## config.mk

```make
export PLATFORM = sky130hd
export DESIGN_NAME = breakout_cabinet_top
export DESIGN_NICKNAME = d
export VERILOG_FILES = /design/src/control_pkg.sv /design/src/video_pkg.sv /design/src/breakout_cabinet_top.sv /design/src/paddle_pulse_gen.sv /design/src/paddle_tracker.sv /design/src/color_overlay.sv /design/src/dip_switch_loader.sv
export SDC_FILE = /design/constraint.sdc
export NUM_CORES = 1
export LEC_CHECK = 0
export BUFFER_PORTS_ARGS = -buffer_cell sky130_fd_sc_hd__buf_2
export CORE_UTILIZATION = 25
export DETAILED_ROUTE_END_ITERATION = 16
export PLACE_DENSITY_LB_ADDON = 0.12
export SLEW_MARGIN = 25
export SYNTH_ARGS = -nofsm -noshare
export SYNTH_HDL_FRONTEND = slang
export SYNTH_SLANG_ARGS = --single-unit
```

## constraint.sdc

```tcl
create_clock -name clk_sys -period 7.5 [get_ports clk_sys]
set_input_delay 0 -clock clk_sys [delete_from_list [all_inputs] [get_ports clk_sys]]
set_output_delay 0 -clock clk_sys [all_outputs]
set_load 0.02 [all_outputs]
```

## src/control_pkg.sv

```systemverilog
`default_nettype none

package control_pkg;

	// Paddle position as line count from the top of the pad area
	typedef logic [7:0] pos_t;

	// Per-player position source, OSD value is 8 bits wide
	typedef enum logic [7:0] {
		CTRL_DIGITAL = 8'd0,
		CTRL_PADDLE  = 8'd1,
		CTRL_SPINNER = 8'd2,
		CTRL_OTHER   = 8'd3
	} ctrl_mode_t;

	// Download port write from the host loader
	typedef struct packed {
		logic        wr;
		logic [15:0] index;
		logic [26:0] addr;
		logic [7:0]  data;
	} host_write_t;

	// Spinner report, toggle flips once per new delta
	typedef struct packed {
		logic              toggle;
		logic signed [7:0] delta;
	} spinner_t;

	// Cabinet options from the OSD
	typedef struct packed {
		ctrl_mode_t p1_mode;
		ctrl_mode_t p2_mode;
		logic       p1_invert;
		logic       p2_invert;
		logic       fast_digital;
		logic [1:0] spinner_speed;
		logic       widen_vblank;
		logic       original_vsync;
	} cabinet_settings_t;

	// Game board DIP switches
	typedef struct packed {
		logic [3:0] s1;
		// Cocktail two-player colouring
		logic       s2;
		logic       s3;
		logic       s4;
	} game_switches_t;

	// Loader index carrying the DIP bytes
	localparam logic [15:0] DIP_INDEX = 16'd254;
	// Mid-screen start position
	localparam pos_t POS_CENTER = 8'd128;

endpackage

`default_nettype wire

```

## src/video_pkg.sv

```systemverilog
`default_nettype none

package video_pkg;

	// 4:4:4 colour word driven to the video DAC
	typedef struct packed {
		logic [3:0] r;
		logic [3:0] g;
		logic [3:0] b;
	} rgb_t;

	// Raw monochrome video and counters as they leave the game core
	typedef struct packed {
		logic       playfield;
		logic       ball;
		logic       score;
		logic       pad;
		logic       hsync;
		logic       vsync;
		logic [7:0] h_count;
		logic [7:0] v_count;
		logic       player2;
	} core_video_t;

	// Coloured video with blanking, one register stage after the core
	typedef struct packed {
		rgb_t rgb;
		logic hblank;
		logic vblank;
		logic hsync;
		logic vsync;
	} video_out_t;

	// Inclusive counter range
	typedef struct packed {
		logic [7:0] lo;
		logic [7:0] hi;
	} band_t;

	//////////////////////////////////////////////////////////////////////
	// Cellophane overlay bands on h_count (monitor is mounted sideways)
	//////////////////////////////////////////////////////////////////////
	localparam band_t P1_RED    = '{lo: 8'd64,  hi: 8'd71};
	localparam band_t P1_AMBER  = '{lo: 8'd72,  hi: 8'd79};
	localparam band_t P1_GREEN  = '{lo: 8'd80,  hi: 8'd87};
	localparam band_t P1_YELLOW = '{lo: 8'd88,  hi: 8'd95};
	// Player 2 rows mirror player 1 on the far side of the screen
	localparam band_t P2_RED    = '{lo: 8'd184, hi: 8'd191};
	localparam band_t P2_AMBER  = '{lo: 8'd176, hi: 8'd183};
	localparam band_t P2_GREEN  = '{lo: 8'd168, hi: 8'd175};
	localparam band_t P2_YELLOW = '{lo: 8'd160, hi: 8'd167};
	// Strip over the player's own paddle
	localparam band_t BLUE_BAND = '{lo: 8'd211, hi: 8'd219};

	// Overlay colours
	localparam rgb_t COLOR_RED    = 12'hA21;
	localparam rgb_t COLOR_AMBER  = 12'hC81;
	localparam rgb_t COLOR_GREEN  = 12'h173;
	localparam rgb_t COLOR_YELLOW = 12'hCC3;
	localparam rgb_t COLOR_BLUE   = 12'h17C;
	localparam rgb_t COLOR_WHITE  = 12'hFFF;
	localparam rgb_t COLOR_BLACK  = 12'h000;

	//////////////////////////////////////////////////////////////////////
	// Blanking and sync limits (core supplies none of its own)
	//////////////////////////////////////////////////////////////////////
	// Hblank wraps through zero, so start/end rather than a band
	localparam logic [7:0] HBLANK_P1_START = 8'd224;
	localparam logic [7:0] HBLANK_P1_END   = 8'd24;
	localparam logic [7:0] HBLANK_P2_START = 8'd232;
	localparam logic [7:0] HBLANK_P2_END   = 8'd32;
	localparam band_t VBLANK_RAW  = '{lo: 8'd228, hi: 8'd251};
	// Wider range hides flicker at the edges with a scan doubler
	localparam band_t VBLANK_WIDE = '{lo: 8'd223, hi: 8'd252};
	// NTSC-friendly replacement for the core's long vsync
	localparam band_t TV_VSYNC    = '{lo: 8'd232, hi: 8'd234};

	// True when count lies inside the band, both ends included
	function automatic logic in_band(input logic [7:0] count, input band_t band);
		return (count >= band.lo) && (count <= band.hi);
	endfunction

endpackage

`default_nettype wire
```

## src/breakout_cabinet_top.sv

```systemverilog
`timescale 1ns/1ps
`default_nettype none

module breakout_cabinet_top import video_pkg::*, control_pkg::*; #(
	parameter int DIGITAL_STEP_SLOW = 4,
	parameter int DIGITAL_STEP_FAST = 8
) (
	input  wire               clk_sys,
	input  wire               reset,
	input  host_write_t       host_wr,
	input  cabinet_settings_t settings,
	input  core_video_t       core,
	input  wire               pad_en_n,
	// Bit 0 right, 1 left, 4 coin, 5 start1, 6 start2, 7 serve
	input  wire [7:0]         joy1,
	input  wire [7:0]         joy2,
	input  spinner_t          spin1,
	input  spinner_t          spin2,
	input  pos_t              paddle1,
	input  pos_t              paddle2,
	output video_out_t        video,
	output logic              pad_out,
	output game_switches_t    switches,
	output logic              coin1,
	output logic              coin2,
	output logic              p1_start_n,
	output logic              p2_start_n,
	output logic              p1_serve_n,
	output logic              p2_serve_n
);

	pos_t digital_pos;
	pos_t spinner_pos;

	//////////////////////////////////////////////////////////////////////
	// Cabinet buttons
	//////////////////////////////////////////////////////////////////////
	assign coin1 = joy1[4];
	assign coin2 = joy2[4];
	// Either stick may start either game
	assign p1_start_n = ~(joy1[5] | joy2[5]);
	assign p2_start_n = ~(joy1[6] | joy2[6]);
	// Serve only counts for the player whose turn it is
	assign p1_serve_n = ~joy1[7] | core.player2;
	assign p2_serve_n = ~joy2[7] | ~core.player2;

	dip_switch_loader u_dip (
		.clk_sys  (clk_sys),
		.reset    (reset),
		.host_wr  (host_wr),
		.switches (switches)
	);

	// Cocktail colouring follows S2
	color_overlay u_overlay (
		.clk_sys  (clk_sys),
		.reset    (reset),
		.core     (core),
		.cocktail (switches.s2),
		.settings (settings),
		.video    (video)
	);

	paddle_tracker #(
		.DIGITAL_STEP_SLOW (DIGITAL_STEP_SLOW),
		.DIGITAL_STEP_FAST (DIGITAL_STEP_FAST)
	) u_tracker (
		.clk_sys     (clk_sys),
		.reset       (reset),
		.vsync       (core.vsync),
		.player2     (core.player2),
		.joy1_left   (joy1[1]),
		.joy1_right  (joy1[0]),
		.joy2_left   (joy2[1]),
		.joy2_right  (joy2[0]),
		.spin1       (spin1),
		.spin2       (spin2),
		.settings    (settings),
		.digital_pos (digital_pos),
		.spinner_pos (spinner_pos)
	);

	paddle_pulse_gen u_pulse (
		.clk_sys     (clk_sys),
		.reset       (reset),
		.hsync       (core.hsync),
		.pad_en_n    (pad_en_n),
		.player2     (core.player2),
		.digital_pos (digital_pos),
		.spinner_pos (spinner_pos),
		.paddle1     (paddle1),
		.paddle2     (paddle2),
		.settings    (settings),
		.pad_out     (pad_out)
	);

endmodule

`default_nettype wire

```

## src/paddle_pulse_gen.sv

```systemverilog
`timescale 1ns/1ps
`default_nettype none

module paddle_pulse_gen import control_pkg::*; (
	input  wire               clk_sys,
	input  wire               reset,
	input  wire               hsync,
	input  wire               pad_en_n,
	input  wire               player2,
	input  pos_t              digital_pos,
	input  pos_t              spinner_pos,
	input  pos_t              paddle1,
	input  pos_t              paddle2,
	input  cabinet_settings_t settings,
	output logic              pad_out
);

	ctrl_mode_t mode;
	logic       invert;
	pos_t       paddle;
	pos_t       sel_pos;
	logic       hsync_old;
	logic       hsync_rise;
	logic [7:0] line_count;

	// Settings of the player now up
	assign mode   = player2 ? settings.p2_mode   : settings.p1_mode;
	assign invert = player2 ? settings.p2_invert : settings.p1_invert;
	assign paddle = player2 ? paddle2 : paddle1;

	//////////////////////////////////////////////////////////////////////
	// Position source
	//////////////////////////////////////////////////////////////////////
	always_comb begin
		case (mode)
			CTRL_DIGITAL: sel_pos = digital_pos;
			// Analog paddle runs backwards unless inverted
			CTRL_PADDLE:  sel_pos = invert ? paddle : ~paddle;
			CTRL_SPINNER: sel_pos = spinner_pos;
			default:      sel_pos = POS_CENTER;
		endcase
	end

	//////////////////////////////////////////////////////////////////////
	// Line counter
	//////////////////////////////////////////////////////////////////////
	assign hsync_rise = hsync & ~hsync_old;

	// Held at zero outside the pad window, one count per line inside
	always_ff @(posedge clk_sys) begin
		if (reset) begin
			hsync_old  <= 1'b0;
			line_count <= '0;
		end else begin
			hsync_old <= hsync;
			if (!pad_en_n) begin
				line_count <= '0;
			end else if (hsync_rise) begin
				line_count <= line_count + 8'd1;
			end
		end
	end

	// Core samples the pulse width as the pad position
	assign pad_out = line_count < sel_pos;

endmodule

`default_nettype wire

```

## src/paddle_tracker.sv

```systemverilog
`timescale 1ns/1ps
`default_nettype none

module paddle_tracker import control_pkg::*; #(
	parameter int DIGITAL_STEP_SLOW = 4,
	parameter int DIGITAL_STEP_FAST = 8
) (
	input  wire               clk_sys,
	input  wire               reset,
	input  wire               vsync,
	input  wire               player2,
	input  wire               joy1_left,
	input  wire               joy1_right,
	input  wire               joy2_left,
	input  wire               joy2_right,
	input  spinner_t          spin1,
	input  spinner_t          spin2,
	input  cabinet_settings_t settings,
	output pos_t              digital_pos,
	output pos_t              spinner_pos
);

	// Move pos by mag, clamped to 0..255
	function automatic pos_t sat_move(input pos_t pos, input logic [10:0] mag, input logic up);
		logic [11:0] sum;
		sum = {4'd0, pos} + {1'b0, mag};
		if (up) begin
			return (sum > 12'd255) ? 8'd255 : sum[7:0];
		end
		return ({3'd0, pos} < mag) ? 8'd0 : pos - mag[7:0];
	endfunction

	//////////////////////////////////////////////////////////////////////
	// Digital joystick, one step per frame
	//////////////////////////////////////////////////////////////////////
	logic        vsync_q;
	logic        vsync_qq;
	logic        vsync_rise;
	logic        left;
	logic        right;
	logic [10:0] step;

	assign vsync_rise = vsync_q & ~vsync_qq;
	// Only the player whose turn it is
	assign left  = player2 ? joy2_left  : joy1_left;
	assign right = player2 ? joy2_right : joy1_right;
	assign step  = settings.fast_digital ? 11'(DIGITAL_STEP_FAST) : 11'(DIGITAL_STEP_SLOW);

	always_ff @(posedge clk_sys) begin
		if (reset) begin
			vsync_q     <= 1'b0;
			vsync_qq    <= 1'b0;
			digital_pos <= POS_CENTER;
		end else begin
			vsync_q  <= vsync;
			vsync_qq <= vsync_q;
			// Left has priority when both are held
			if (vsync_rise && left) begin
				digital_pos <= sat_move(digital_pos, step, 1'b1);
			end else if (vsync_rise && right) begin
				digital_pos <= sat_move(digital_pos, step, 1'b0);
			end
		end
	end

	//////////////////////////////////////////////////////////////////////
	// Spinner, one move per report
	//////////////////////////////////////////////////////////////////////
	logic        spin1_old;
	logic        spin2_old;
	logic        spin_flip;
	spinner_t    spin;
	logic        invert;
	logic [7:0]  spin_abs;
	logic [10:0] spin_mag;
	logic        spin_up;

	assign spin      = player2 ? spin2 : spin1;
	assign invert    = player2 ? settings.p2_invert : settings.p1_invert;
	assign spin_flip = player2 ? (spin2.toggle ^ spin2_old) : (spin1.toggle ^ spin1_old);
	// -128 comes out as 128, fits in 8 unsigned bits
	assign spin_abs  = spin.delta[7] ? (~spin.delta + 8'd1) : spin.delta;
	// Clockwise (sign clear) lowers the position
	assign spin_up   = spin.delta[7] ^ invert;

	// Speed 3 is x1, the others double per step
	always_comb begin
		case (settings.spinner_speed)
			2'd0:    spin_mag = {3'd0, spin_abs} << 1;
			2'd1:    spin_mag = {3'd0, spin_abs} << 2;
			2'd2:    spin_mag = {3'd0, spin_abs} << 3;
			default: spin_mag = {3'd0, spin_abs};
		endcase
	end

	always_ff @(posedge clk_sys) begin
		if (reset) begin
			// Track the current toggle so reset adds no move
			spin1_old   <= spin1.toggle;
			spin2_old   <= spin2.toggle;
			spinner_pos <= POS_CENTER;
		end else begin
			spin1_old <= spin1.toggle;
			spin2_old <= spin2.toggle;
			if (spin_flip) begin
				spinner_pos <= sat_move(spinner_pos, spin_mag, spin_up);
			end
		end
	end

endmodule

`default_nettype wire

```

## src/color_overlay.sv

```systemverilog
`timescale 1ns/1ps
`default_nettype none

module color_overlay import video_pkg::*, control_pkg::*; (
	input  wire               clk_sys,
	input  wire               reset,
	input  core_video_t       core,
	input  wire               cocktail,
	input  cabinet_settings_t settings,
	output video_out_t        video
);

	logic lit;
	logic red_row;
	logic amber_row;
	logic green_row;
	logic yellow_row;
	logic blue_row;
	rgb_t rgb_next;
	logic hblank_p1;
	logic hblank_p2;
	logic hblank_next;
	logic vblank_next;
	logic vsync_next;

	// Any core layer lights the tube
	assign lit = core.playfield | core.ball | core.score | core.pad;

	//////////////////////////////////////////////////////////////////////
	// Overlay bands
	//////////////////////////////////////////////////////////////////////
	// Player 2 rows only exist on the cocktail overlay
	assign red_row    = in_band(core.h_count, P1_RED) |
		(cocktail & in_band(core.h_count, P2_RED));
	assign amber_row  = in_band(core.h_count, P1_AMBER) |
		(cocktail & in_band(core.h_count, P2_AMBER));
	assign green_row  = in_band(core.h_count, P1_GREEN) |
		(cocktail & in_band(core.h_count, P2_GREEN));
	assign yellow_row = in_band(core.h_count, P1_YELLOW) |
		(cocktail & in_band(core.h_count, P2_YELLOW));
	// Upright cabinet only
	assign blue_row   = in_band(core.h_count, BLUE_BAND) & ~cocktail;

	// Colour priority, first matching band wins
	always_comb begin
		if (!lit) begin
			rgb_next = COLOR_BLACK;
		end else if (red_row) begin
			rgb_next = COLOR_RED;
		end else if (amber_row) begin
			rgb_next = COLOR_AMBER;
		end else if (green_row) begin
			rgb_next = COLOR_GREEN;
		end else if (yellow_row) begin
			rgb_next = COLOR_YELLOW;
		end else if (blue_row) begin
			rgb_next = COLOR_BLUE;
		end else begin
			rgb_next = COLOR_WHITE;
		end
	end

	//////////////////////////////////////////////////////////////////////
	// Blanking and sync
	//////////////////////////////////////////////////////////////////////
	// Hblank window wraps past h_count zero
	assign hblank_p1 = (core.h_count >= HBLANK_P1_START) || (core.h_count <= HBLANK_P1_END);
	assign hblank_p2 = (core.h_count >= HBLANK_P2_START) || (core.h_count <= HBLANK_P2_END);
	// Screen is flipped for player 2 in cocktail mode
	assign hblank_next = (cocktail & core.player2) ? hblank_p2 : hblank_p1;

	assign vblank_next = settings.widen_vblank ?
		in_band(core.v_count, VBLANK_WIDE) :
		in_band(core.v_count, VBLANK_RAW);

	// Core vsync is far off NTSC, TV range is the default
	assign vsync_next = settings.original_vsync ?
		core.vsync : in_band(core.v_count, TV_VSYNC);

	// Output register
	always_ff @(posedge clk_sys) begin
		if (reset) begin
			video <= '0;
		end else begin
			video.rgb    <= rgb_next;
			video.hblank <= hblank_next;
			video.vblank <= vblank_next;
			video.hsync  <= core.hsync;
			video.vsync  <= vsync_next;
		end
	end

endmodule

`default_nettype wire

```

## src/dip_switch_loader.sv

```systemverilog
`timescale 1ns/1ps
`default_nettype none

module dip_switch_loader import control_pkg::*; (
	input  wire            clk_sys,
	input  wire            reset,
	input  host_write_t    host_wr,
	output game_switches_t switches
);

	// Switch bits of DIP byte 0
	logic [6:0] dip_byte;
	logic       dip_hit;

	// Only the first byte of the DIP download is kept
	assign dip_hit = host_wr.wr &&
		(host_wr.index == DIP_INDEX) &&
		(host_wr.addr == '0);

	// Bit 7 has no switch behind it
	always_ff @(posedge clk_sys) begin
		if (reset) begin
			dip_byte <= '0;
		end else if (dip_hit) begin
			dip_byte <= host_wr.data[6:0];
		end
	end

	//////////////////////////////////////////////////////////////////////
	// Switch decode
	//////////////////////////////////////////////////////////////////////
	// S1 is wired bit-reversed on the board
	assign switches.s1 = {dip_byte[0], dip_byte[1], dip_byte[2], dip_byte[3]};
	// Cocktail colouring
	assign switches.s2 = dip_byte[4];
	assign switches.s3 = dip_byte[5];
	assign switches.s4 = dip_byte[6];

endmodule

`default_nettype wire

```

==> impl_summary.txt <==
----------------------------------------------------
[Status]
  Status ... completed

[Detailed routing]
  Detailed Routing Iterations Pass 1 ... 4
  Detailed router's first-iteration violation count ... 167
  Total length of routed wires ... 13510 um
  Post-route DRC ... 0
  Number of vias in the routed layout ... 4478
  Routed via count divided by cell count ... 4.789
  DRT antenna net count ... 0
  Average routed wire per standard cell ... 14.45 um

[STA]
  Count of final setup violators ... 0
  Min setup slack post-route ... 3200 ps
  Minimum clock period ... 4300 ps
  Final hold violations ... 0
  Final worst path period share ... 0.5734
  Setup repair after global routing missed its margin ... no
  Transition time at the pin with the least slew margin ... 805.1 ps
  Fmax ... 232.5 MHz
  Final TNS setup ... 0 ps
  Clock Skews ... 5.153 ps
  Relative slew slack ... 0.4564
  Final-layout worst hold slack ... 0.008823 ps
  Fin. max-slew vios ... 0

[Setup path]
  R2R Setup Slk ... 4710 ps
  Largest driver fanout on the critical path ... 41
  Number of buffers and inverters on the critical path ... 2
  Kind of capture point of the worst setup path ... flop
  Critical path arrival ... 4510 ps
  Length in cells of the worst reg-to-reg path ... 8
  Critical Setup Path Class ... in2reg
  Data required time of the worst path ... 7710 ps
  Crit-path cells ... buf_2 > buf_4 > mux2i_1 > ha_1 > a21oi_1 > o21ai_0 > ha_1 > o21bai_1 > a21oi_1 > o311ai_0 > a31oi_1 > a21oi_4 > a22oi_1 > a211oi_2
  Worst-path cell with the longest stage delay ... o311ai_0
  Reg2reg start ... u_tracker.spinner_pos[1]
  Reg2reg end ... u_tracker.spinner_pos[3]
  Kind of start point of the critical path ... input port
  Crit path max-delay family ... compound AO/OA/AOI/OAI gates
  Biggest cell delay along the critical path ... 700 ps

[Floorplanning]
  Initial standard-cell utilization of the core ... 0.2599
  Number of ports placed on the die boundary ... 181
  Placeable core area ... 16820 um2
  Die span in y ... 134.2 um
  Die area ... 18020 um2
  Number of cell rows ... 47
  Die W ... 134.2 um

[Synth]
  Cell taking the most area after synthesis ... dfxtp_1
  Post-synthesis compound-gate area fraction ... 0.2175
  Nets in the synthesized netlist ... 734
  Synth Area in XOR/XNOR ... 0.07613
  Area of the mapped netlist ... 4372 um2
  Area share of and/or/nand/nor cells after synthesis ... 0.2407
  Unique cell type count in the Yosys netlist ... 73
  Top-count cell post-synth ... nor2_1
  Post-synthesis register bit count ... 47
  Seq/Total Area, Yosys ... 0.2152
  Synth warnings ... 0
  Mapped Cells ... 549
  Adder-cell share of the synthesized area ... 0.1042
  Synth async-reset ratio ... 0
  Proportion of netlist area held by the largest area contributor ... 0.2152
  Commonest cells in the synthesized netlist ... nor2_1, nand2_1, dfxtp_1, mux2i_1, a21oi_1
  Share of synthesized area spent on multiplexers ... 0.09330
  Largest cells by area after synthesis ... dfxtp_1, ha_1, mux2i_1
  Dominant combinational cell family by area after synthesis ... simple AND/OR/NAND/NOR gates
  Post-synth EDFFs ... 0
  Mean instance size in the synthesized netlist ... 7.963 um2
  Post-synth top flop ... dfxtp_1

[Min path]
  Hold endpoint ... coin2
  Hold-critical path depth ... 0
  Beginning of the worst hold path ... joy2[4]
  Hold Crit Class ... in2out

[Cells and area]
  Final core area utilization ... 0.3371
  Count of placed standard cells in the final layout, fillers left out ... 935
  Design Area, Final ... 5669 um2
  Area Growth Syn to Fin ... 29.68%
  Register cell area after layout ... 940.9 um2
  Count of fill cells added during filler insertion ... 1783
  Number of antenna repair diodes ... 0
  Area of the multi-input gates ... 3212 um2
  Layout net count ... 899
  Fraction of layout instances using a drive strength above 1 ... 0.2825

[CTS]
  Root buffer selected by CTS ... clkbuf_16
  Clock Tree Buf Depth ... 2
  Clock sink count ... 47
  Register clock-pin slew on the reported worst setup and hold paths ... 70 ps
  TritonCTS clock tree ... yes
  Total clock buffers created by CTS ... 5
  Worst skew pair latency ... 290 ps
  H-tree depth ... 2
  # resized after CTS ... 0

[Placed design]
  Placed instance count ... 916
  Detailed placement HPWL ... 10980 um
  I/O Buffers ... 171
  Area after detailed placement ... 5373 um2
  Weighted congestion reported at the end of routability-driven placement ... 0.7892
  Post-placement worst setup slack ... 2946 ps

[GRT]
  Global-route usage over all layers ... 0.1459
  Via count of the first global-routing pass ... 4287
  Met3 usage ... 0.01701
  M1 GR Usage ... 0.1719
  Global-route wire length before repair ... 21160 um
  Most crowded layer after global routing ... met2
  Pin count of the biggest net entering global routing ... 42
  Met2 layer usage reported by global route ... 0.2807
  Initial antenna violation count ... 0
  Total congestion overflow ... 0

[Power]
  Total power per unit cell area ... 163.5 nW/um2
  Leakage ... 2.487 nW
  Post-layout total power ... 0.9269 mW
  Peak VDD IR ... 0.07694 mV

[Flow run]
  Max-cap violation count ... 0

----------------------------------------------------
timing repair:
item	4_1_cts	5_1_grt
buffers inserted	0	0
hold buffers	11	0
hold endpoints to repair	11	0
state kept, by name, indices dropped and copies added (netlist names):
register               flops
u_tracker.spin1_old        1
u_tracker.digital_pos      7
u_tracker.vsync_q          1
u_tracker.vsync_qq         1
u_pulse.hsync_old          1
u_tracker.spinner_pos      8
u_tracker.spin2_old        1
u_pulse.line_count         8
u_dip.dip_byte             7
u_overlay.video           12
report_power, final:
group | leakage [nW] | internal [mW] | switching (mW)
sequential | 0.387 | 0.266 | 0.0205
combinational | 2.01 | 0.162 | 0.212
clock | 0.0875 | 0.168 | 0.0982
total | 2.49 | 0.596 | 0.331
cell families (layout without fill, tap and decap cells):
family,after synthesis,count (layout)
xor gates and xnor gates,35,35
and+or+nand+nor,208,208
DFF,47,47
adders and majority gates,34,34
AOI/OAI and AO/OA,138,138
muxes,39,39
buffers and inverters,48,214
cell type report:
class / instances / area share
clock buffers: 6 / 0.02450
clock inverters: 2 / 0.006842
inverters: 22 / 0.01457
multi-input cells: 454 / 0.5665
flip-flops and latches: 47 / 0.1660
well taps: 220 / 0.04855
repair buffers: 184 / 0.1730
per-layer routing:
metal	wire, um	up-vias
met3	678	6
met5	0	-
li1	-	2328
met4	88	0
met1	5891	2002
met2	6855	142
layout by cell type (no fill, tap or decap), types with 8 or more instances in the layout:
cell,n
ha_1,30
nand2_1,50
xor2_1,16
a21oi_1,32
a211oi_1,13
nor2_1,64
nor4_1,11
mux2i_1,33
o21ai_0,29
nand3_1,14
nor3_1,16
xnor2_1,17
dlygate4sd3_1,11
inv_1,22
nor2b_1,8
buf_2,171
dfxtp_1,47
how the worst max path moves through the flow:
stage,start,to,slack (ps),depth (start not counted)
final,core[0],u_tracker.spinner_pos[3],3200,14
after global routing,core[0],u_tracker.spinner_pos[3],2910,14
after CTS,core[0],u_tracker.spinner_pos[3],3230,14
after detailed placement,core[0],u_tracker.spinner_pos[3],2950,14
after global placement,core[0],u_tracker.spinner_pos[3],3000,14
after floorplan,core[0],u_tracker.spinner_pos[1],3910,18
(Power assumes the default switching activity.)
